## config.mk

```make
export PLATFORM = sky130hd
export DESIGN_NAME = line_fill_ctrl
export DESIGN_NICKNAME = d
export VERILOG_FILES = /design/src/snoop_pkg.sv /design/src/line_fill_ctrl.sv
export SDC_FILE = /design/constraint.sdc
export NUM_CORES = 1
export LEC_CHECK = 0
export CORE_AREA = 2 2 336 338
export DETAILED_ROUTE_END_ITERATION = 16
export DIE_AREA = 0 0 338 340
export DONT_BUFFER_PORTS = 1
export PLACE_DENSITY = 0.3
export SLEW_MARGIN = 20
export SYNTH_ARGS = -nofsm -noshare
export SYNTH_HDL_FRONTEND = slang
export SYNTH_SLANG_ARGS = --single-unit
export TNS_END_PERCENT = 10
```

## constraint.sdc

```tcl
create_clock -name clk_i -period 4 [get_ports clk_i]
set_clock_uncertainty 0.05 [all_clocks]
set_input_delay 0.4 -clock clk_i [delete_from_list [all_inputs] [get_ports clk_i]]
set_output_delay 0.4 -clock clk_i [all_outputs]
set_load 0.1 [all_outputs]
```

## src/snoop_pkg.sv

```systemverilog
package snoop_pkg;

  // cache geometry
  localparam int unsigned NumWays     = 4;
  localparam int unsigned NumSets     = 16;
  localparam int unsigned LineWidth   = 128;
  localparam int unsigned BeatWidth   = 64;
  localparam int unsigned AddrWidth   = 32;
  localparam int unsigned OffsetWidth = 4;
  localparam int unsigned IndexWidth  = 4;
  localparam int unsigned TagWidth    = 24;

  typedef logic [AddrWidth-1:0]  addr_t;
  typedef logic [IndexWidth-1:0] index_t;
  typedef logic [TagWidth-1:0]   tag_t;
  typedef logic [NumWays-1:0]    way_vec_t;
  typedef logic [LineWidth-1:0]  line_t;
  typedef logic [BeatWidth-1:0]  beat_t;

  // ACE snoop codes, other values are answered with error
  typedef enum logic [3:0] {
    READ_ONCE     = 4'b0000,
    READ_SHARED   = 4'b0001,
    READ_UNIQUE   = 4'b0111,
    CLEAN_INVALID = 4'b1001
  } snoop_op_t;

  typedef struct packed {
    addr_t     addr;
    snoop_op_t snoop;
  } ac_req_t;

  // data_transfer sits in bit 0 as on the ACE CRRESP bus
  typedef struct packed {
    logic is_shared;
    logic pass_dirty;
    logic error;
    logic data_transfer;
  } cr_resp_t;

  typedef struct packed {
    beat_t data;
    logic  last;
  } cd_beat_t;

  typedef struct packed {
    logic valid;
    logic dirty;
    logic shared;
  } line_flags_t;

  typedef struct packed {
    addr_t addr;
    line_t data;
    logic  dirty;
    logic  shared;
  } fill_req_t;

  // a request is active when any way is selected
  typedef struct packed {
    way_vec_t    way_sel;
    logic        we;
    index_t      index;
    tag_t        tag;
    line_flags_t wflags;
    line_flags_t wflags_en;
    line_t       wdata;
    logic        wdata_en;
  } array_req_t;

  typedef struct packed {
    logic                      fill_gnt;
    logic                      snoop_gnt;
    way_vec_t                  hit;
    way_vec_t                  dirty;
    way_vec_t                  shared;
    way_vec_t                  invalid;
    line_t [NumWays-1:0]       data;
  } array_rsp_t;

  // line address of a completed ReadShared update
  typedef struct packed {
    logic  valid;
    addr_t addr;
  } readshared_done_t;

endpackage

```

## src/line_fill_ctrl.sv

```systemverilog
module line_fill_ctrl (
  input  logic                  clk_i,
  input  logic                  rst_ni,
  input  logic                  fill_valid_i,
  input  snoop_pkg::fill_req_t  fill_i,
  output logic                  fill_ready_o,
  output snoop_pkg::array_req_t arr_req_o,
  input  snoop_pkg::array_rsp_t arr_rsp_i,
  output logic                  fill_busy_o
);

  typedef enum logic [1:0] {
    IDLE,
    LOOKUP,
    WRITE
  } state_t;

  state_t                                 state_d, state_q;
  logic [$clog2(snoop_pkg::NumWays)-1:0]  victim_d, victim_q;
  snoop_pkg::way_vec_t                    first_invalid;
  snoop_pkg::way_vec_t                    write_way;

  // lowest invalid way, scanned from the top so way 0 wins
  always_comb begin
    first_invalid = '0;
    for (int w = snoop_pkg::NumWays - 1; w >= 0; w--) begin
      if (arr_rsp_i.invalid[w]) begin
        first_invalid = snoop_pkg::way_vec_t'(1) << w;
      end
    end
  end

  assign write_way = (|arr_rsp_i.hit)   ? arr_rsp_i.hit :
                     (|first_invalid)   ? first_invalid :
                     snoop_pkg::way_vec_t'(1) << victim_q;

  assign fill_busy_o = (state_q != IDLE);

  always_comb begin
    state_d      = state_q;
    victim_d     = victim_q;
    fill_ready_o = 1'b0;

    // payload is held by the valid rule until the ready in WRITE
    arr_req_o           = '0;
    arr_req_o.index     = fill_i.addr[snoop_pkg::OffsetWidth +: snoop_pkg::IndexWidth];
    arr_req_o.tag       = fill_i.addr[snoop_pkg::OffsetWidth + snoop_pkg::IndexWidth +:
                                      snoop_pkg::TagWidth];
    arr_req_o.wflags    = '{valid: 1'b1, dirty: fill_i.dirty, shared: fill_i.shared};
    arr_req_o.wflags_en = '1;
    arr_req_o.wdata     = fill_i.data;

    unique case (state_q)
      IDLE: begin
        if (fill_valid_i) begin
          state_d = LOOKUP;
        end
      end
      LOOKUP: begin
        arr_req_o.way_sel = '1;
        if (arr_rsp_i.fill_gnt) begin
          state_d = WRITE;
        end
      end
      WRITE: begin
        arr_req_o.way_sel  = write_way;
        arr_req_o.we       = 1'b1;
        arr_req_o.wdata_en = 1'b1;
        if (arr_rsp_i.fill_gnt) begin
          fill_ready_o = 1'b1;
          state_d      = IDLE;
          // counter moves only when a valid line was replaced
          if (!(|arr_rsp_i.hit) && !(|first_invalid)) begin
            victim_d = victim_q + 1'b1;
          end
        end
      end
      default: state_d = IDLE;
    endcase
  end

  always_ff @(posedge clk_i or negedge rst_ni) begin
    if (!rst_ni) begin
      state_q  <= IDLE;
      victim_q <= '0;
    end else begin
      state_q  <= state_d;
      victim_q <= victim_d;
    end
  end

  assert property (@(posedge clk_i) disable iff (!rst_ni)
      arr_req_o.we && arr_rsp_i.fill_gnt |-> $onehot(arr_req_o.way_sel))
    else $error("fill write does not select exactly one way");

endmodule

```

### Word-level counts from Yosys, hierarchy flattened

Index checks and enable logic that the tools add are counted.

* input bits: 695
* register bits: 4
* logic and storage cells: 32

* reduce and logical (&&, ||, !) cells: 9
* mux-type cells: 14
* add/sub/neg operators: 1
* equality and inequality tests: 5
* shift-type cells: 1

Operators with widths (number)
* 4-bit two-way mux: 6
* 4-bit one-hot mux with 2 select lines: 1
* 4-bit OR reduction: 2
* 2-bit two-way mux: 3
* 2-bit inequality test (second input constant): 3
* 2-bit one-hot mux with 3 select lines: 1
* 3-bit AND reduction: 2
* 1-bit by 2-bit left shift with 4-bit output (first input constant): 1
* 1-bit two-way mux: 3
* 2-bit by 1-bit adder with 2-bit output (second input constant): 1
* 2-bit by 1-bit == test with 1-bit output (second input constant): 1
* 2-bit == test (second input constant): 1
* 1-bit logical NOT: 2
* 2-bit logical NOT: 1
* 2-bit nonzero test: 1
* 1-bit logical AND: 1

### Depth between registers and ports, before layout

* depth after elaboration: 8
* mapped depth: 5
* mapped depth without buffers: 5

### Least setup slack after synthesis

Ideal clock, no wire load.

* path type: reg-to-output
* from: reg state_q[0]
* to: out arr_req_o[164] (netlist bit)
* arrival: 3.187 ns
* data required time: 3.550 ns
* path buffers: 0
* slack: 0.363 ns
* cell stages (with the launch flop): 5
* cells stage by stage: dfrtp_1 -> inv_1 -> ha_1 -> o21ai_0 -> a21oi_1

RTL lines
* start: declaration: line line_fill_ctrl.sv:18 `state_t state_d, state_q;`
* start signal: assignment: line line_fill_ctrl.sv:87 `state_q <= state_d;`
* end: declaration: line line_fill_ctrl.sv:7 `output snoop_pkg::array_req_t arr_req_o,`

==> metrics.md <==
| Metric | Value |
|---|---|
| End point of the critical path | arr_req_o[167] |
| Sequential power share | under 10% |
| Area grow syn2layout | 48.68% |
| CTS Sinks | 4 |
| Slack of the critical path | approximately 1.2 ns |
| TritonCTS clock tree | yes |
| Setup CP Type | register to output pin |
| R2R Path End | state_q[1] |
| Die H | 340 um |
| Placed Area | between 2000 and 2500 um2 |
| Startpoint types | register |
| Port buffer count | 0 |
| Setup bufs post-CTS | 0 |
| WP data required | ~3.6 ns |
| GRT Resource Usage Total | under 10% |
| Worst path slowest cell | a21oi_2 |
| Period Utilization, post-route | 70.79% |
| Post-CTS sizing | 0 |
| Synth Instances | between 200 and 250 |
| HP Class | input port to register |
| Highest clock rate | ~0.35 GHz |
| Reg2Reg Launch Point | state_q[0] |
| Setup TNS | 0 ns |
| Synthesized cell area | about 1700 um2 |
| Avg WL per Cell | roughly 21 um |
| Rows | approximately 120 |
| R2R setup slack | 1.88 ns |
| Outcome | complete, no violations |
| CP Launch Point | state_q[1] |
| GR Overflow Total | 0 |
| GPL Wtd Cong | about 0.59 |
| Worst R2R Path Depth | 5 |
| Logic pwr share | between 60 and 70% |
| Post-route design area | 2457 um2 |
| H-tree depth | 1 |
| Die area | approximately 110000 um2 |
| Slowest cell delay on critical path | between 0.9 and 1 ns |
| YS warnings | 0 |
| Avg Cell Area, Syn | around 8 um2 |
| Final setup vio count | 0 |
| Worst slew pin tran | between 1 and 1.5 ns |
| Post-synth top area share | approximately three quarters |
| Routed via count | between 700 and 800 |
| Initial Util | 1.481% |
| Skew-Pair Late Insertion Delay | approximately 0.22 ns |
| Post-CTS Hold Buffers | 1 |
| Commonest non-fill, non-tap cells in the layout | 7 x ha_1, 6 x inv_1, 6 x nor2_1 |
| Area leader, netlist | buf_4 |
| Remaining DRCs | 0 |
| Number of global-route vias before repair | approximately 680 |
| Io pins | roughly 870 |
| Sw frac | between 60% and 70% |
| ANT nets after route | 0 |
| Unrepaired setup endpoints after global routing | no |
| Final Max Tran Viols | 0 |
| Clk pin slew, worst setup/hold paths | approximately 0.030 ns |
| Avg Vias per Cell | 0.4524 |
| Internal power | around 240 uW |
| Crit path arrival time | approximately 2.4 ns |
| Initial DRC count | 33 |
| Max-cap viol count | 0 |
| Tmin final | roughly 2.8 ns |
| Synth top area cells | buf_4 74%, dfrtp_1 6.1%, ha_1 6.1%, nor3_4 2.0%, inv_1 1.4% |
| Clk pwr share | a little under a quarter |
| CTS max path bufs | 2 |
| DP Worst Slack | 1.530 ns |
| ANT cells | 0 |
| Fillers | 13346 |
| First-pass GRT wire length | between 30000 and 40000 um |
| CP Max Fanout | 7 |
| Leak pwr | ~0.27 nW |
| Endpoints failing hold | 0 |
| Post-synthesis sequential area ratio | between 6 and 7% |
| Switching power summed over all nets | 429.0 uW |
| P per Cell Area | between 200 and 300 nW/um2 |
| Worst-path cell chain | inv_1 > ha_1 > o21ai_0 > a21oi_2 |
| Fin nets | 761 |
| FF+latch count, synth | 4 |
| Initial antenna violation count | 0 |
| Largest net degree at the start of global routing | 8 |
| CTS buffer count | 3 |
| Slew headroom | 20.59% |
| Distinct cells, synth | 21 |
| Core Region | around 110000 um2 |
| Die W | between 300 and 400 um |
| Detailed placement HPWL | approximately 32000 um |
| DR pass1 iterations | 4 |
| Worst VDD drop | between 0.5 and 0.6 mV |
| Crit. End Element | output pin |
| Total Routed Length | 32530 um |
| Clock root cell | clkbuf_16 |
| Most common cell after layout, fill and taps aside | ha_1 |
| Post-layout total power | 673.1 uW |
| Ratio of cells with drive above 1 in the final layout | between 20% and 30% |
[cells in the mapped netlist]
library cell / count
o211ai_1: 2
inv_1: 6
a211oi_1: 1
o2111ai_1: 1
mux2_1: 2
conb_1: 1
dfrtp_1: 4
mux2_4: 1
o22ai_1: 1
nor2_1: 6
nor2b_1: 1
a21oi_1: 4
nand4_1: 1
nor3_4: 2
buf_4: 163
ha_1: 8
nor3b_1: 1
xnor2_1: 1
o21ai_0: 1
and2_1: 1
nand4_2: 1
[metal layers]
metal	wire (um)	track usage [%]
met5	0	0
met4	721	1.139
met3	19480	15.24
met2	11810	7.023
met1	518	0.1969
[power by group through the flow]
stage	sequential, mW	clock (mW)	combinational [mW]
after global routing	0.0609	0.159	0.486
after global placement	0.0603	0	0.446
after CTS	0.0593	0.154	0.452
after detailed placement	0.0598	0	0.448
after floorplan	0.0577	0	1.14
final	0.0590	0.153	0.461
[metrics by stage]
stage	hold slack, ns	utilization, %	std cells
2_1_floorplan	0.05441	-	212
3_3_place_gp	0.05464	2.113	1552
3_5_place_dp	0.05461	2.113	1552
4_1_cts	0.3590	2.189	1556
5_1_grt	0.3867	2.202	1556
6_report	0.3595	2.202	1556
[cell families after synthesis]
logic type	Yosys count	share of synthesized area (%)
buffers and inverters	169	75.40
AND/OR/NAND/NOR	13	5.678
AO/OA/AOI/OAI	10	3.785
adder cells (fa/ha/maj)	8	6.056
flip-flops	4	6.056
multiplexers	3	2.271
other	1	0.2269
XOR/XNOR	1	0.5300
[state kept, by name, summed over array words and instances (netlist names)]
name      flops
state_q       2
victim_q      2
[final cells by class]
cell class	count	area, um2	share of cell area [%]
flip-flops and latches	4	100.1	4.073
well taps	1500	1877	76.37
repair buffers	4	32.53	1.324
inverters	6	22.52	0.9165
clock buffers	3	75.07	3.055
multi-input cells	39	350.3	14.26
[worst min path at each step]
stage	startpoint	to	slack [ns]	cells after the start
after global routing	arr_rsp_i[524]	victim_q[0]	0.39	3
after global placement	rst_ni	victim_q[1]	0.05	0
after CTS	arr_rsp_i[526]	victim_q[0]	0.36	3
after detailed placement	rst_ni	victim_q[0]	0.05	0
final	arr_rsp_i[526]	victim_q[0]	0.36	3
after floorplan	rst_ni	state_q[0]	0.05	0
[worst max-delay path, delay by kind of cell (launching register included)]
family                     cells  cell delay [ns]
AOI/OAI and AO/OA              2             1.35
DFF                            1             0.38
adders and majority gates      1             0.32
buffers and inverters          1             0.10
(Power assumes the default switching activity.)
