$ cat src/snoop_pkg.sv
package snoop_pkg;

  // cache geometry
  localparam int unsigned NumWays     = 4;
  localparam int unsigned NumSets     = 16;
  localparam int unsigned LineWidth   = 128;
  localparam int unsigned BeatWidth   = 64;
  localparam int unsigned AddrWidth   = 32;
  localparam int unsigned OffsetWidth = 4;
  localparam int unsigned IndexWidth  = 4;
  localparam int unsigned TagWidth    = 24;

  typedef logic [AddrWidth-1:0]  addr_t;
  typedef logic [IndexWidth-1:0] index_t;
  typedef logic [TagWidth-1:0]   tag_t;
  typedef logic [NumWays-1:0]    way_vec_t;
  typedef logic [LineWidth-1:0]  line_t;
  typedef logic [BeatWidth-1:0]  beat_t;

  // ACE snoop codes, other values are answered with error
  typedef enum logic [3:0] {
    READ_ONCE     = 4'b0000,
    READ_SHARED   = 4'b0001,
    READ_UNIQUE   = 4'b0111,
    CLEAN_INVALID = 4'b1001
  } snoop_op_t;

  typedef struct packed {
    addr_t     addr;
    snoop_op_t snoop;
  } ac_req_t;

  // data_transfer sits in bit 0 as on the ACE CRRESP bus
  typedef struct packed {
    logic is_shared;
    logic pass_dirty;
    logic error;
    logic data_transfer;
  } cr_resp_t;

  typedef struct packed {
    beat_t data;
    logic  last;
  } cd_beat_t;

  typedef struct packed {
    logic valid;
    logic dirty;
    logic shared;
  } line_flags_t;

  typedef struct packed {
    addr_t addr;
    line_t data;
    logic  dirty;
    logic  shared;
  } fill_req_t;

  // a request is active when any way is selected
  typedef struct packed {
    way_vec_t    way_sel;
    logic        we;
    index_t      index;
    tag_t        tag;
    line_flags_t wflags;
    line_flags_t wflags_en;
    line_t       wdata;
    logic        wdata_en;
  } array_req_t;

  typedef struct packed {
    logic                      fill_gnt;
    logic                      snoop_gnt;
    way_vec_t                  hit;
    way_vec_t                  dirty;
    way_vec_t                  shared;
    way_vec_t                  invalid;
    line_t [NumWays-1:0]       data;
  } array_rsp_t;

  // line address of a completed ReadShared update
  typedef struct packed {
    logic  valid;
    addr_t addr;
  } readshared_done_t;

endpackage

$ cat src/snoop_cache_ctrl.sv
module snoop_cache_ctrl (
  input  logic                        clk_i,
  input  logic                        rst_ni,
  // AC channel
  input  logic                        ac_valid_i,
  input  snoop_pkg::ac_req_t          ac_i,
  output logic                        ac_ready_o,
  // CR channel
  output logic                        cr_valid_o,
  output snoop_pkg::cr_resp_t         cr_o,
  input  logic                        cr_ready_i,
  // CD channel
  output logic                        cd_valid_o,
  output snoop_pkg::cd_beat_t         cd_o,
  input  logic                        cd_ready_i,
  // cache array
  output snoop_pkg::array_req_t       arr_req_o,
  input  snoop_pkg::array_rsp_t       arr_rsp_i,
  output logic                        invalidate_o,
  output snoop_pkg::readshared_done_t readshared_done_o,
  output logic                        busy_o
);

  typedef enum logic [2:0] {
    IDLE,
    WAIT_GNT,
    EVAL_FLAGS,
    UPDATE_SHARED,
    INVALIDATE,
    SEND_CR,
    SEND_CD
  } state_t;

  state_t               state_d, state_q;
  snoop_pkg::addr_t     addr_d, addr_q;
  snoop_pkg::snoop_op_t op_d, op_q;
  snoop_pkg::cr_resp_t  cr_d, cr_q;
  snoop_pkg::way_vec_t  hit_d, hit_q;
  snoop_pkg::line_t     line_d, line_q;
  logic                 word_sel_d, word_sel_q;

  snoop_pkg::line_t     hit_line;
  logic                 dirty;
  logic                 shared;

  always_comb begin
    hit_line = '0;
    for (int unsigned w = 0; w < snoop_pkg::NumWays; w++) begin
      if (arr_rsp_i.hit[w]) begin
        hit_line = arr_rsp_i.data[w];
      end
    end
  end

  assign dirty  = |(arr_rsp_i.dirty & arr_rsp_i.hit);
  assign shared = |(arr_rsp_i.shared & arr_rsp_i.hit);
  assign busy_o = (state_q != IDLE);

  always_comb begin
    state_d    = state_q;
    addr_d     = addr_q;
    op_d       = op_q;
    cr_d       = cr_q;
    hit_d      = hit_q;
    line_d     = line_q;
    word_sel_d = word_sel_q;

    ac_ready_o   = 1'b0;
    cr_valid_o   = 1'b0;
    cr_o         = '0;
    cd_valid_o   = 1'b0;
    cd_o         = '0;
    invalidate_o = 1'b0;

    readshared_done_o.valid = 1'b0;
    readshared_done_o.addr  = {addr_q[snoop_pkg::AddrWidth-1:snoop_pkg::OffsetWidth],
                               {snoop_pkg::OffsetWidth{1'b0}}};

    // read of the whole set unless a write state overrides it
    arr_req_o       = '0;
    arr_req_o.index = addr_q[snoop_pkg::OffsetWidth +: snoop_pkg::IndexWidth];
    arr_req_o.tag   = addr_q[snoop_pkg::OffsetWidth + snoop_pkg::IndexWidth +:
                             snoop_pkg::TagWidth];

    unique case (state_q)
      IDLE: begin
        cr_d       = '0;
        word_sel_d = 1'b0;
        if (ac_valid_i) begin
          ac_ready_o = 1'b1;
          addr_d     = ac_i.addr;
          op_d       = ac_i.snoop;
          case (ac_i.snoop)
            snoop_pkg::READ_ONCE,
            snoop_pkg::READ_SHARED,
            snoop_pkg::READ_UNIQUE,
            snoop_pkg::CLEAN_INVALID: state_d = WAIT_GNT;
            default: begin
              cr_d.error = 1'b1;
              state_d    = SEND_CR;
            end
          endcase
        end
      end

      WAIT_GNT: begin
        arr_req_o.way_sel = '1;
        if (arr_rsp_i.snoop_gnt) begin
          state_d = EVAL_FLAGS;
        end
      end

      EVAL_FLAGS: begin
        // request stays up so the set is not taken in between
        arr_req_o.way_sel = '1;
        hit_d  = arr_rsp_i.hit;
        line_d = hit_line;
        cr_d   = '0;
        state_d = SEND_CR;
        if (|arr_rsp_i.hit) begin
          cr_d.data_transfer = 1'b1;
          case (op_q)
            snoop_pkg::READ_ONCE: cr_d.is_shared = shared;
            snoop_pkg::READ_SHARED: begin
              cr_d.is_shared = 1'b1;
              state_d        = UPDATE_SHARED;
            end
            snoop_pkg::READ_UNIQUE: begin
              cr_d.pass_dirty = dirty;
              state_d         = INVALIDATE;
            end
            default: begin
              // CleanInvalid only moves data that memory lacks
              cr_d.data_transfer = dirty;
              cr_d.pass_dirty    = dirty;
              state_d            = INVALIDATE;
            end
          endcase
        end
      end

      UPDATE_SHARED: begin
        arr_req_o.way_sel          = hit_q;
        arr_req_o.we               = 1'b1;
        arr_req_o.wflags.shared    = 1'b1;
        arr_req_o.wflags_en.shared = 1'b1;
        if (arr_rsp_i.snoop_gnt) begin
          readshared_done_o.valid = 1'b1;
          state_d                 = SEND_CR;
        end
      end

      INVALIDATE: begin
        arr_req_o.way_sel   = hit_q;
        arr_req_o.we        = 1'b1;
        arr_req_o.wflags_en = '1;
        invalidate_o        = arr_rsp_i.snoop_gnt;
        if (arr_rsp_i.snoop_gnt) begin
          state_d = SEND_CR;
        end
      end

      SEND_CR: begin
        cr_valid_o = 1'b1;
        cr_o       = cr_q;
        if (cr_ready_i) begin
          state_d = cr_q.data_transfer ? SEND_CD : IDLE;
        end
      end

      SEND_CD: begin
        cd_valid_o = 1'b1;
        cd_o.data  = word_sel_q ? line_q[snoop_pkg::LineWidth-1:snoop_pkg::BeatWidth]
                                : line_q[snoop_pkg::BeatWidth-1:0];
        cd_o.last  = word_sel_q;
        if (cd_ready_i) begin
          word_sel_d = !word_sel_q;
          if (word_sel_q) begin
            state_d = IDLE;
          end
        end
      end

      default: state_d = IDLE;
    endcase
  end

  always_ff @(posedge clk_i or negedge rst_ni) begin
    if (!rst_ni) begin
      state_q    <= IDLE;
      addr_q     <= '0;
      op_q       <= snoop_pkg::READ_ONCE;
      cr_q       <= '0;
      hit_q      <= '0;
      word_sel_q <= 1'b0;
    end else begin
      state_q    <= state_d;
      addr_q     <= addr_d;
      op_q       <= op_d;
      cr_q       <= cr_d;
      hit_q      <= hit_d;
      word_sel_q <= word_sel_d;
    end
  end

  always_ff @(posedge clk_i) begin
    line_q <= line_d;
  end

  assert property (@(posedge clk_i) disable iff (!rst_ni)
      cr_valid_o && !cr_ready_i |=> cr_valid_o && $stable(cr_o))
    else $error("CR dropped or changed before ready");

  // data beats only after an accepted CR that announced them
  assert property (@(posedge clk_i) disable iff (!rst_ni)
      $rose(cd_valid_o) |-> $past(cr_valid_o && cr_ready_i && cr_o.data_transfer))
    else $error("CD beat without a preceding dataTransfer response");

endmodule

$ cat config.mk
export PLATFORM = sky130hd
export DESIGN_NAME = snoop_cache_ctrl
export DESIGN_NICKNAME = d
export VERILOG_FILES = /design/src/snoop_pkg.sv /design/src/snoop_cache_ctrl.sv
export SDC_FILE = /design/constraint.sdc
export NUM_CORES = 1
export LEC_CHECK = 0
export BUFFER_PORTS_ARGS = -buffer_cell sky130_fd_sc_hd__buf_2
export CAP_MARGIN = 0
export CELL_PAD_IN_SITES_DETAIL_PLACEMENT = 0
export CELL_PAD_IN_SITES_GLOBAL_PLACEMENT = 1
export CORE_AREA = 2 2 329 331
export DETAILED_ROUTE_END_ITERATION = 8
export DIE_AREA = 0 0 331 333
export GPL_TIMING_DRIVEN = 0
export PLACE_DENSITY = 0.49
export SKIP_CTS_REPAIR_TIMING = 1
export SLEW_MARGIN = 20
export SYNTH_ARGS = -nofsm -noshare
export SYNTH_HDL_FRONTEND = slang
export SYNTH_SLANG_ARGS = --single-unit
$ cat constraint.sdc
create_clock -name clk_i -period 9.5 [get_ports clk_i]
set_input_delay 0.475 -clock clk_i [delete_from_list [all_inputs] [get_ports clk_i]]
set_output_delay 0.475 -clock clk_i [all_outputs]
set_load 0.005 [all_outputs]
; Word-level counts from Yosys, hierarchy flattened
; Index checks and enable logic that the tools add are counted.
[totals]
inputBits = 571
register_bits = 176
word_cells = 86
out_inout_bits = 275
[op_classes]
n_bitwise = 2
n_eq_ne = 17
n_mux = 39
reduce_logical = 18
[ops]
columns = cell, n
row1 = 2-to-1 mux 128 bit, 4
row2 = 2-to-1 mux 65 bit, 1
row3 = 2-to-1 mux 64 bit, 1
row4 = 2-to-1 mux 3 bit, 9
row5 = case mux 3 bit (6 select lines), 1
row6 = case mux 4 bit (2 select lines), 2
row7 = OR reduction 4 bit, 4
row8 = 2-to-1 mux 1 bit, 15
row9 = != test 2 bit (second input constant), 5
row10 = == test 3 bit (second input constant), 3
row11 = bitwise AND 4 bit, 2
row12 = == test 4 x 1 -> 1 bit (second input constant), 2
row13 = == test 4 x 3 -> 1 bit (second input constant), 2
row14 = zero test 4 bit, 2
row15 = == test 3 x 2 -> 1 bit (second input constant), 2
row16 = case mux 3 bit (2 select lines), 1
row17 = AND reduction 6 bit, 1
row18 = OR reduction 2 bit, 3
row19 = == test 4 bit (second input constant), 1
row20 = 2-to-1 mux 2 bit, 2
row21 = 2-to-1 mux 4 bit, 1
row22 = case mux 1 bit (2 select lines), 2
row23 = AND reduction 2 bit, 2
row24 = nonzero test 2 bit, 2
row25 = other kinds (6), 6

; Depth between registers and ports, before layout
; Gate-level depths: netlist of run 1.
[logic_depth]
word_depth = 5
depth_mapped = 7
mapped_depth_nobuf = 4

; Worst setup path after synthesis of run 1
; Ideal clock, no wire load.
[synth_path]
kind = register to register
start = register state_q[0]
end = register hit_q[0]
synth_period_minus_slack_ns = 6.549
required_time_ns = 9.410
path_slack_ns = 2.951
arrival_ns = 6.459
stages_incl_launch_ff = 4
setup_ns = 0.090
path_buffers = 1
path_cell_list = dfrtp_1 buf_2 nor3b_2 mux2_2
[synth_via]
elab_chain_cells = 1
[synth_lines]
columns = item, line
row1 = from (decl), snoop_cache_ctrl.sv:34  ; state_t state_d, state_q;
row2 = from (signal assigned), snoop_cache_ctrl.sv:197  ; state_q <= state_d;
row3 = == test 3 x 2 -> 1 bit, snoop_cache_ctrl.sv:85  ; unique case (state_q)
row4 = to (signal assigned), snoop_cache_ctrl.sv:201  ; hit_q <= hit_d;
row5 = to (decl), snoop_cache_ctrl.sv:38  ; snoop_pkg::way_vec_t hit_d, hit_q;
; Every way passes these cells.
; A chain may end at the register's enable or synchronous reset.

==> results.tsv, run 1 <==
metric	value	unit
die width	331	um
Final Skew	0.01788	ns
crit path to	cd_o[38]	
Top Ports	846	
slew margin rel.	0.2648	
die area	0.1102	mm^2
Crit Path Class	reg -> out	
H-Tree Depth	4	
Tightest Pin Transition	1.093	ns
Core Area	0.1066	mm^2
RR Startpoint	state_q[0]	
fin nets	2659	
unrepaired setup endpoints after global routing	false	
LEAKAGE	8.226	nW
startpoint types	flip-flop	
first-pass GRT wire length	107500	um
CP Launch Point	word_sel_q	
Post-DP HPWL	69970	um
Worst Hold Class	in -> async	
status	finished with violations	
Top FF cell, synth	edfxtp_1	
Place WS	5.506	ns
Int Pwr	1.996	mW
Overflow after GRT	0	
Layout Cells excl Fill	3513	
most frequent cells in the layout	buf_2 (711), buf_4 (167), nand2_1 (144)	
sequential power share	0.354	
max frequency	275.8	MHz
Worst R2R Setup Slack	7.01	ns
post-synthesis sequential area ratio	0.4156	
PD cells	174.1	mW/mm^2
cell row count	120	
Clk Latency, worst-skew pair	0.51	ns
Final Setup Violations	0	
Sw Share	0.3790	
Syn Area/Cell	9.728	um^2
CTS sink count	172	
maxcap violations	0	
switching power	1.218	mW
Mapped Area	0.01190	mm^2
die height	333	um
Setup TNS Final	0	ns
area leader, netlist	edfxtp_1	
most area-consuming cells after synthesis	edfxtp_1 (32%), buf_4 (10%), a221oi_1 (9.3%)	
final antenna-violating net count	0	
Wirelength per Cell	23.80	um
largest net degree at the start of global routing	45	
Req. time, crit path	9.03	ns
Post-Route WL	83620	um
final setup margin	5.874	ns
multi-input logic area	0.005738	mm^2
Root Driver	clkbuf_16	
commonest non-fill, non-tap cell in the layout	buf_2	
DR DRC count	4	
routability congestion estimate from global placement	0.8252	
drt pass-1 iters	8	
via count	12750	
clock group share of total power	0.222	
RR Endpoint	line_q[105]	
First DRT Iteration DRCs	719	
Cell variety after synth	45	
FF+latch count, synth	172	
CP Max Fanout	10	
Initial Utilization	0.1116	
asr flop ratio synth	0.2558	
Worst-path clk slew	0.08	ns
Gate Count Post-Synth	1223	
P&R area growth vs syn	55.20	%
EDFF count, synth	128	
Fill cells	12190	
Reg area	0.004945	mm^2
Vias/cell	3.631	
top cell type's share of synthesized area	0.3231	
dpl cells	3472	
vias in the first global route	12910	
VDD IR-drop max	155.9	uV
worst r2r path cells	7	
IO buf count	698	
CTS buffer count	17	
initial antenna violation count	36	
Comb power frac	0.424	
Synth Warn #	0	
fin crit share	0.3816	
failing checks	design-rule violations, negative hold slack	
CP Capture Type	primary output	
global router's overall resource usage	0.1458	
layout cell share with drive strength beyond 1	0.4679	
CTS tree	built	
worst hold slack	-0.0001561	ns
Slew Limit Fails	0	
min cycle time layout	3.626	ns
clock buffer depth	2	
Arr. time, crit path	3.15	ns
final hold violations	2	
==> worst max-delay path: stages, from the launching register on <==
cell,delay (ns)
dfrtp_1,0.33
clkbuf_1,0.63
buf_2,0.56
buf_2,0.42
mux2i_1,0.45
nor2_1,0.08
buf_2,0.15
==> worst min path at each step <==
stage	startpoint	endpoint	depth (start not counted)
global placement	cr_q[1]	cr_q[1]	1
CTS	rst_ni	addr_q[4]	1
detailed placement	cr_q[2]	cr_q[2]	2
floorplan	rst_ni	addr_q[10]	0
finish	rst_ni	addr_q[22]	1
global route	rst_ni	addr_q[4]	1
==> cells by family (layout without fill, tap and decap cells) <==
group	count (synthesis)	after routing	share of synthesized area
AOI/OAI and AO/OA	292	292	0.1951
buffers and inverters	282	1026	0.1453
DFF	172	172	0.4156
muxes	102	102	0.08970
other	1	144	0.0003152
and+or+nand+nor	374	374	0.1540
==> flip-flops by register name, summed over array words and instances (netlist names) <==
name,cells
addr_q,28
word_sel_q,1
hit_q,4
op_q,4
state_q,3
cr_q,4
line_q,128
==> synthesized netlist by cell type, types with 4 or more instances <==
cell type	count
a21oi_1	11
a221oi_1	127
and2_1	5
and3_1	5
buf_2	14
buf_4	166
buf_6	4
clkbuf_1	90
dfrtp_1	44
edfxtp_1	128
inv_1	5
mux2_2	37
mux2i_1	65
nand2_1	144
nand2b_1	4
nor2_1	68
nor2b_1	131
o21ai_0	7
o2bb2ai_1	4
o31ai_1	127
==> metal layers <==
layer  wire length (um)  part of all wire  up-vias  track usage
met5                108            0.0013        -            0
met2              39650              0.47      667       0.2431
li1                   -                 -     5995            -
met3               6249             0.075      108      0.04020
met4               2446             0.029       16      0.05051
met1              35160              0.42     5968       0.1788
==> power groups by stage <==
stage | combinational [mW] | clock, mW | sequential, mW
6_report | 1.36 | 0.714 | 1.14
5_1_grt | 1.49 | 0.781 | 1.16
4_1_cts | 1.40 | 0.760 | 1.14
3_3_place_gp | 1.36 | 0 | 1.19
3_5_place_dp | 1.39 | 0 | 1.16
2_1_floorplan | 0.693 | 0 | 1.13
==> through the flow <==
stage | util | hold slack [ns] | power (mW) | cell area, um^2
2_1_floorplan | - | 0.1794 | 1.827 | 12400
3_3_place_gp | 0.1656 | 0.4825 | 2.546 | 17650
3_5_place_dp | 0.1678 | 0.4810 | 2.547 | 17880
4_1_cts | 0.1730 | -0.03362 | 3.298 | 18440
5_1_grt | 0.1731 | 0.01149 | 3.427 | 18460
6_report | 0.1732 | -0.0001561 | 3.215 | 18470
==> cell type report <==
class	instances	share of cell area
Timing Repair Buffer	712	0.2007
Tap cell	1403	0.09507
Inverter	5	0.001016
Antenna cell	9	0.001220
Clock inverter	14	0.005556
Sequential cell	172	0.2678
Multi-Input combinational cell	903	0.3107
Clock buffer	18	0.02439
Buffer	277	0.09351
Power figures use the tool's default switching activity.
==> run 2, diff against run 1 <==
--- a/config.mk
+++ b/config.mk
@@ -5,15 +5,16 @@
 export SDC_FILE = /design/constraint.sdc
 export NUM_CORES = 1
 export LEC_CHECK = 0
+export ABC_AREA = 1
 export BUFFER_PORTS_ARGS = -buffer_cell sky130_fd_sc_hd__buf_2
 export CAP_MARGIN = 0
 export CELL_PAD_IN_SITES_DETAIL_PLACEMENT = 0
 export CELL_PAD_IN_SITES_GLOBAL_PLACEMENT = 1
-export CORE_AREA = 2 2 329 331
+export CORE_AREA = 2 2 331 333
 export DETAILED_ROUTE_END_ITERATION = 8
-export DIE_AREA = 0 0 331 333
+export DIE_AREA = 0 0 333 335
 export GPL_TIMING_DRIVEN = 0
-export PLACE_DENSITY = 0.49
+export PLACE_DENSITY = 0.51
 export SKIP_CTS_REPAIR_TIMING = 1
 export SLEW_MARGIN = 20
 export SYNTH_ARGS = -nofsm -noshare
==> constraint.sdc (replaced) <==
create_clock -name clk_i -period 3.05 [get_ports clk_i]
set_input_delay 0.1525 -clock clk_i [delete_from_list [all_inputs] [get_ports clk_i]]
set_output_delay 0.1525 -clock clk_i [all_outputs]
set_load 0.005 [all_outputs]
==> results.tsv, run 2 <==
metric	value	unit	change
CP Max Fanout	22		was 10
Gate Count Post-Synth	1509		was 1223
Post-DP HPWL	66950	um	was 69970 um
final hold violations	0		was 2
commonest non-fill, non-tap cell in the layout	buf_2		unchanged
sequential power share	0.367		was 0.354
H-Tree Depth	4		unchanged
critical-path cell list	nor2_4, inv_2, nor2_4, buf_12, inv_2, nand2_1, inv_2, nand2_1, buf_2		was clkbuf_1, buf_2, buf_2, mux2i_1, nor2_1, buf_2
switching power	3.588	mW	was 1.218 mW
min cycle time layout	2.574	ns	
Worst Hold Class	in -> reg		was in -> async
cell family with most CP delay	simple AND/OR/NAND/NOR gates		was buffers and inverters
max frequency	388.6	MHz	
DR DRC count	0		was 4
Largest regs	line_q: 128 flops, addr_q: 28 flops		unchanged
Tightest Pin Transition	1.007	ns	was 1.093 ns
cell row count	121		was 120
Worst-path clk slew	0.07	ns	was 0.08 ns
Vias/cell	3.554		was 3.631
Synth Area in Compound Gates	0.2203		was 0.1951
layout cell share with drive strength beyond 1	0.3866		was 0.4679
P&R area growth vs syn	69.36	%	was 55.20%
post-synthesis sequential area ratio	0.4232		was 0.4156
first-pass GRT wire length	106600	um	was 107500 um
Clk Latency, worst-skew pair	0.51	ns	about the same
Fill cells	12620		was 12190
Mapped Area	0.01168	mm^2	was 0.01190 mm^2
Core Area	0.1081	mm^2	was 0.1066 mm^2
unrepaired setup endpoints after global routing	false		unchanged
Final Skew	0.01595	ns	was 0.01788 ns
Arr. time, crit path	2.42	ns	was 3.15 ns
startpoint types	flip-flop		unchanged
via count	14070		was 12750
mux cell area share after synthesis	0		was 0.08970
Initial Utilization	0.1081		was 0.1116
IO buf count	698		unchanged
Final Setup Violations	0		unchanged
Syn Area/Cell	7.744	um^2	was 9.728 um^2
initial antenna violation count	17		was 36
status	completed		was finished with violations
CTS sink count	172		unchanged
LEAKAGE	9.477	nW	was 8.226 nW
Synth Warn #	0		unchanged
largest family of logic cells by synthesized area	compound AO/OA/AOI/OAI gates		unchanged
VDD IR-drop max	455.7	uV	was 155.9 uV
hold path depth	3		
drt pass-1 iters	5		was 8
Req. time, crit path	2.90	ns	was 9.03 ns
PD cells	483.6	mW/mm^2	was 174.1 mW/mm^2
CP Capture Type	primary output		unchanged
Wirelength per Cell	20.60	um	was 23.80 um
clock group share of total power	0.239		was 0.222
global router's overall resource usage	0.1395		was 0.1458
maxcap violations	0		unchanged
asr flop ratio synth	0.2558		unchanged
Largest register FFs	128		unchanged
area leader, netlist	edfxtp_1		unchanged
die width	333	um	was 331 um
Top Ports	846		unchanged
final antenna-violating net count	0		unchanged
slew margin rel.	0.3288		was 0.2648
final setup margin	0.4765	ns	was 5.874 ns
Crit Path Class	reg -> out		unchanged
FF+latch count, synth	172		unchanged
Post-synth top cells	nand2_1 (527), o21ai_0 (254), buf_4 (187)		was buf_4 (166), nand2_1 (144), nor2b_1 (131)
most area-consuming cells after synthesis	edfxtp_1 (33%), nand2_1 (17%), buf_4 (12%)		was edfxtp_1 (32%), buf_4 (10%), a221oi_1 (9.3%)
CTS buffer count	17		unchanged
First DRT Iteration DRCs	734		was 719
Slew Limit Fails	0		unchanged
Top FF cell, synth	edfxtp_1		unchanged
largest net degree at the start of global routing	45		unchanged
Simple-Gate Fraction of Synth Area	0.1910		was 0.1540
routability congestion estimate from global placement	0.8338		was 0.8252
Biggest register	line_q		unchanged
die area	0.1116	mm^2	was 0.1102 mm^2
worst r2r path cells	6		was 7
Sw Share	0.3749		was 0.3790
delay of the slowest critical-path stage	0.47	ns	was 0.63 ns
Crit path top cell by count	inv_2		was buf_2
CTS tree	built		unchanged
Place WS	-0.007075	ns	was 5.506 ns
die height	335	um	was 333 um
fin crit share	0.8438		
fin nets	3098		was 2659
Buf+Inv Stages, Crit Path	5		was 4
most frequent cells in the layout	buf_2 (721), nand2_1 (527), o21ai_0 (247)		was buf_2 (711), buf_4 (167), nand2_1 (144)
total design power	9.570	mW	was 3.215 mW
Cell variety after synth	27		was 45
Overflow after GRT	0		unchanged
Int Pwr	5.982	mW	was 1.996 mW
clock buffer depth	2		unchanged
top cell type's share of synthesized area	0.3289		was 0.3231
count leader, synth	nand2_1		was buf_4
worst hold slack	0.002015	ns	was -0.0001561 ns
Comb power frac	0.394		was 0.424
vias in the first global route	13420		was 12910
slowest cell on the critical path	dfrtp_2		was clkbuf_1
Root Driver	clkbuf_16		unchanged
Synth Area in Adders	0		unchanged
Post-Synth XOR/XNOR Area	0		unchanged
EDFF count, synth	128		unchanged
Post-Route WL	81550	um	was 83620 um
Crit. path cell count	9		was 6
run 2: routing by layer:
layer,vias to the layer above,part of all wire,track usage
met1,6507,0.42,0.1680
li1,6854,-,-
met3,62,0.073,0.04302
met2,642,0.48,0.2383
met5,-,0.00047,0
met4,6,0.023,0.03918
run 2: kinds of logic after synthesis:
kind of cell | after synthesis
and+or+nand+nor | 573
AOI/OAI and AO/OA | 464
buffers and inverters | 299
DFF | 172
other | 1
run 2: through the flow:
stage	setup TNS, ns	instance area [um^2]	instances	util
after floorplan	-3.724	12200	1643	-
after global placement	-208.20	17460	3755	0.1615
after detailed placement	-0.007075	17600	3762	0.1628
after CTS	0	18180	3794	0.1681
after global routing	0	19780	3956	0.1830
final	0	19790	3959	0.1831
run 2: path summary, 6_finish.rpt:
kind / to / slack (ns) / startpoint
setup / recovery: arr_req_o[164] / 0.48 / state_q[0]
hold / removal: line_q[26] / 0.002 / arr_rsp_i[282]
setup reg to reg: line_q[42] / 0.87 / state_q[0]
hold reg to reg: hit_q[1] / 0.49 / hit_q[1]
max in group asynchronous: state_q[0] / 2.32 / rst_ni
min in group asynchronous: addr_q[17] / 0.25 / rst_ni
run 2: cell type report:
cell class | instances | area, um^2 | share of cell area
diodes | 5 | 12.51 | 0.0006322
plain buffers | 271 | 1831 | 0.09250
clock buffers | 21 | 483.0 | 0.02440
clock inverters | 11 | 92.59 | 0.004679
inverters | 28 | 105.1 | 0.005311
multi-input cells | 1172 | 5318 | 0.2687
flip-flops and latches | 172 | 4947 | 0.2500
well taps | 1414 | 1769 | 0.08940
repair buffers | 865 | 5233 | 0.2644
run 2: power by group through the flow:
stage	Sequential [mW]	Combinational [mW]	Clock, mW
after floorplan	3.45	1.80	0
after CTS	3.51	3.67	2.43
after detailed placement	3.56	3.66	0
after global placement	3.60	3.54	0
final	3.51	3.78	2.28
after global routing	3.56	4.18	2.48
run 2: worst register-to-register path: cells and delay by family (launching register included):
family                 cells  cell delay (ns)
and+or+nand+nor            2             0.61
DFF                        1             0.47
buffers and inverters      4             0.80
==> run 3, diff against run 2 <==
--- a/config.mk
+++ b/config.mk
@@ -14,7 +14,7 @@
 export DETAILED_ROUTE_END_ITERATION = 8
 export DIE_AREA = 0 0 333 335
 export GPL_TIMING_DRIVEN = 0
-export PLACE_DENSITY = 0.51
+export PLACE_DENSITY = 0.5
 export SKIP_CTS_REPAIR_TIMING = 1
 export SLEW_MARGIN = 20
 export SYNTH_ARGS = -nofsm -noshare
==> constraint.sdc (replaced) <==
create_clock -name clk_i -period 2.47 [get_ports clk_i]
set_input_delay 0.1235 -clock clk_i [delete_from_list [all_inputs] [get_ports clk_i]]
set_output_delay 0.1235 -clock clk_i [all_outputs]
set_load 0.005 [all_outputs]
==> results.tsv, run 3 (synthesis results as in run 2) <==
metric	value	unit	change
Reg area	0.004949	mm^2	was 0.004947 mm^2
PD cells	599.0	mW/mm^2	was 483.6 mW/mm^2
largest net degree at the start of global routing	45		unchanged
fin util	0.1860		was 0.1831
Biggest register	line_q		unchanged
H-Tree Depth	4		unchanged
clock buffer depth	2		unchanged
initial antenna violation count	12		was 17
failing checks	negative hold slack		
Post-DP HPWL	68050	um	was 66950 um
Fill cells	12520		was 12620
P&R area growth vs syn	72.11	%	was 69.36%
Worst-path clk slew	0.09	ns	was 0.07 ns
RR Startpoint	state_q[2]		was state_q[0]
CP Max Fanout	23		was 22
Final Setup Violations	0		unchanged
status	finished with violations		was completed
Core Area	0.1081	mm^2	unchanged
CTS sink count	172		unchanged
worst r2r path cells	6		unchanged
VDD IR-drop max	491.9	uV	was 455.7 uV
fin crit share	0.9453		
via count	14200		was 14070
total design power	12.05	mW	was 9.570 mW
min cycle time layout	2.335	ns	
Wirelength per Cell	20.85	um	was 20.60 um
Root Driver	clkbuf_16		unchanged
vias in the first global route	13400		was 13420
Overflow after GRT	0		unchanged
DR DRC count	0		unchanged
hold path endpoint	line_q[87]		was line_q[26]
LEAKAGE	9.616	nW	was 9.477 nW
die height	335	um	unchanged
Tightest Pin Transition	1.173	ns	was 1.007 ns
most frequent cells in the layout	buf_2 (721), nand2_1 (527), o21ai_0 (247)		unchanged
CTS tree	built		unchanged
final hold violations	4		was 0
Initial Utilization	0.1081		unchanged
CP Capture Type	primary output		unchanged
fin nets	3124		was 3098
hold path start	arr_rsp_i[343]		was arr_rsp_i[282]
Clk Latency, worst-skew pair	0.52	ns	was 0.51 ns
Post-Route WL	83030	um	was 81550 um
CTS buffer count	17		unchanged
slew margin rel.	0.2097		was 0.3288
global router's overall resource usage	0.1414		was 0.1395
Layout Cells excl Fill	3982		was 3959
multi-input logic area	0.005341	mm^2	was 0.005318 mm^2
die area	0.1116	mm^2	unchanged
commonest non-fill, non-tap cell in the layout	buf_2		unchanged
Req. time, crit path	2.35	ns	was 2.90 ns
Crit Path Class	reg -> out		unchanged
IO buf count	698		unchanged
Top Ports	846		unchanged
RR Endpoint	line_q[35]		was line_q[42]
Vias/cell	3.566		was 3.554
Arr. time, crit path	2.21	ns	was 2.42 ns
layout cell share with drive strength beyond 1	0.3874		was 0.3866
First DRT Iteration DRCs	811		was 734
startpoint types	flip-flop		unchanged
Worst Hold Class	in -> reg		unchanged
Slew Limit Fails	0		unchanged
Final Skew	0.01724	ns	was 0.01595 ns
die width	333	um	unchanged
dpl cells	3761		was 3762
Worst R2R Setup Slack	0.47	ns	was 0.87 ns
maxcap violations	0		unchanged
routability congestion estimate from global placement	0.8312		was 0.8338
Largest regs	line_q: 128 flops, addr_q: 28 flops		unchanged
final antenna-violating net count	0		unchanged
first-pass GRT wire length	107900	um	was 106600 um
worst hold slack	-0.008879	ns	was 0.002015 ns
drt pass-1 iters	5		unchanged
Largest register FFs	128		unchanged
max frequency	428.3	MHz	
cell row count	121		unchanged
hold path depth	3		unchanged
run 3: cell count changes in the layout (fill, tap and decap cells not counted), sizes merged:
cell	delta
dlygate4sd3	+19
clkbuf	-3
clkinv	+1
inv	+2
nor2	+1
diode	-3
buf	+6
run 3: power by group:
part | internal, mW | leakage, nW | switching [mW]
logic | 2.17 | 7.60 | 2.66
registers | 3.87 | 1.72 | 0.418
clock network | 1.42 | 0.296 | 1.51
run 3: layer usage:
| metal | wire (um) | track usage |
|---|---|---|
| met1 | 34690 | 0.1670 |
| met2 | 41940 | 0.2541 |
| met3 | 5156 | 0.03765 |
| met4 | 1241 | 0.03081 |
| met5 | 0 | 0 |
run 3: worst max-delay path, stage by stage, from the launching register on:
cell	delay, ns
dfrtp_2	0.48
nor2_4	0.15
inv_2	0.09
nor2_4	0.28
buf_12	0.23
inv_2	0.09
nand2_1	0.09
inv_2	0.06
nand2_1	0.08
buf_2	0.13
run 3: layout make-up:
type / count / area share
flip-flops and latches: 172 / 0.2461
multi-input cells: 1173 / 0.2656
inverters: 28 / 0.005226
plain buffers: 271 / 0.09208
well taps: 1414 / 0.08797
diodes: 2 / 0.0002489
clock inverters: 14 / 0.008150
repair buffers: 890 / 0.2723
clock buffers: 18 / 0.02240
run 3: worst max-delay path by stage:
stage | slack [ns] | endpoint | depth (start not counted) | from
floorplan | -0.77 | arr_req_o[164] | 7 | state_q[0]
finish | 0.14 | arr_req_o[166] | 9 | state_q[2]
CTS | -0.33 | cd_o[47] | 6 | state_q[1]
global route | -0.005 | arr_req_o[166] | 9 | state_q[2]
global placement | -2.52 | arr_req_o[166] | 8 | state_q[0]
detailed placement | -0.83 | line_q[66] | 6 | arr_rsp_i[526]
run 3: per-stage QoR:
stage	setup TNS, ns	setup slack [ns]	hold slack [ns]	cell area, um^2
6_report	0	0.1350	-0.008879	20110
5_1_grt	-0.005107	-0.005107	0.001481	20110
4_1_cts	-12.33	-0.3285	-0.4184	18220
3_5_place_dp	-6.374	-0.8344	0.1934	17600
3_3_place_gp	-296.78	-2.517	0.3217	17460
2_1_floorplan	-85.80	-0.7728	-0.1721	12200
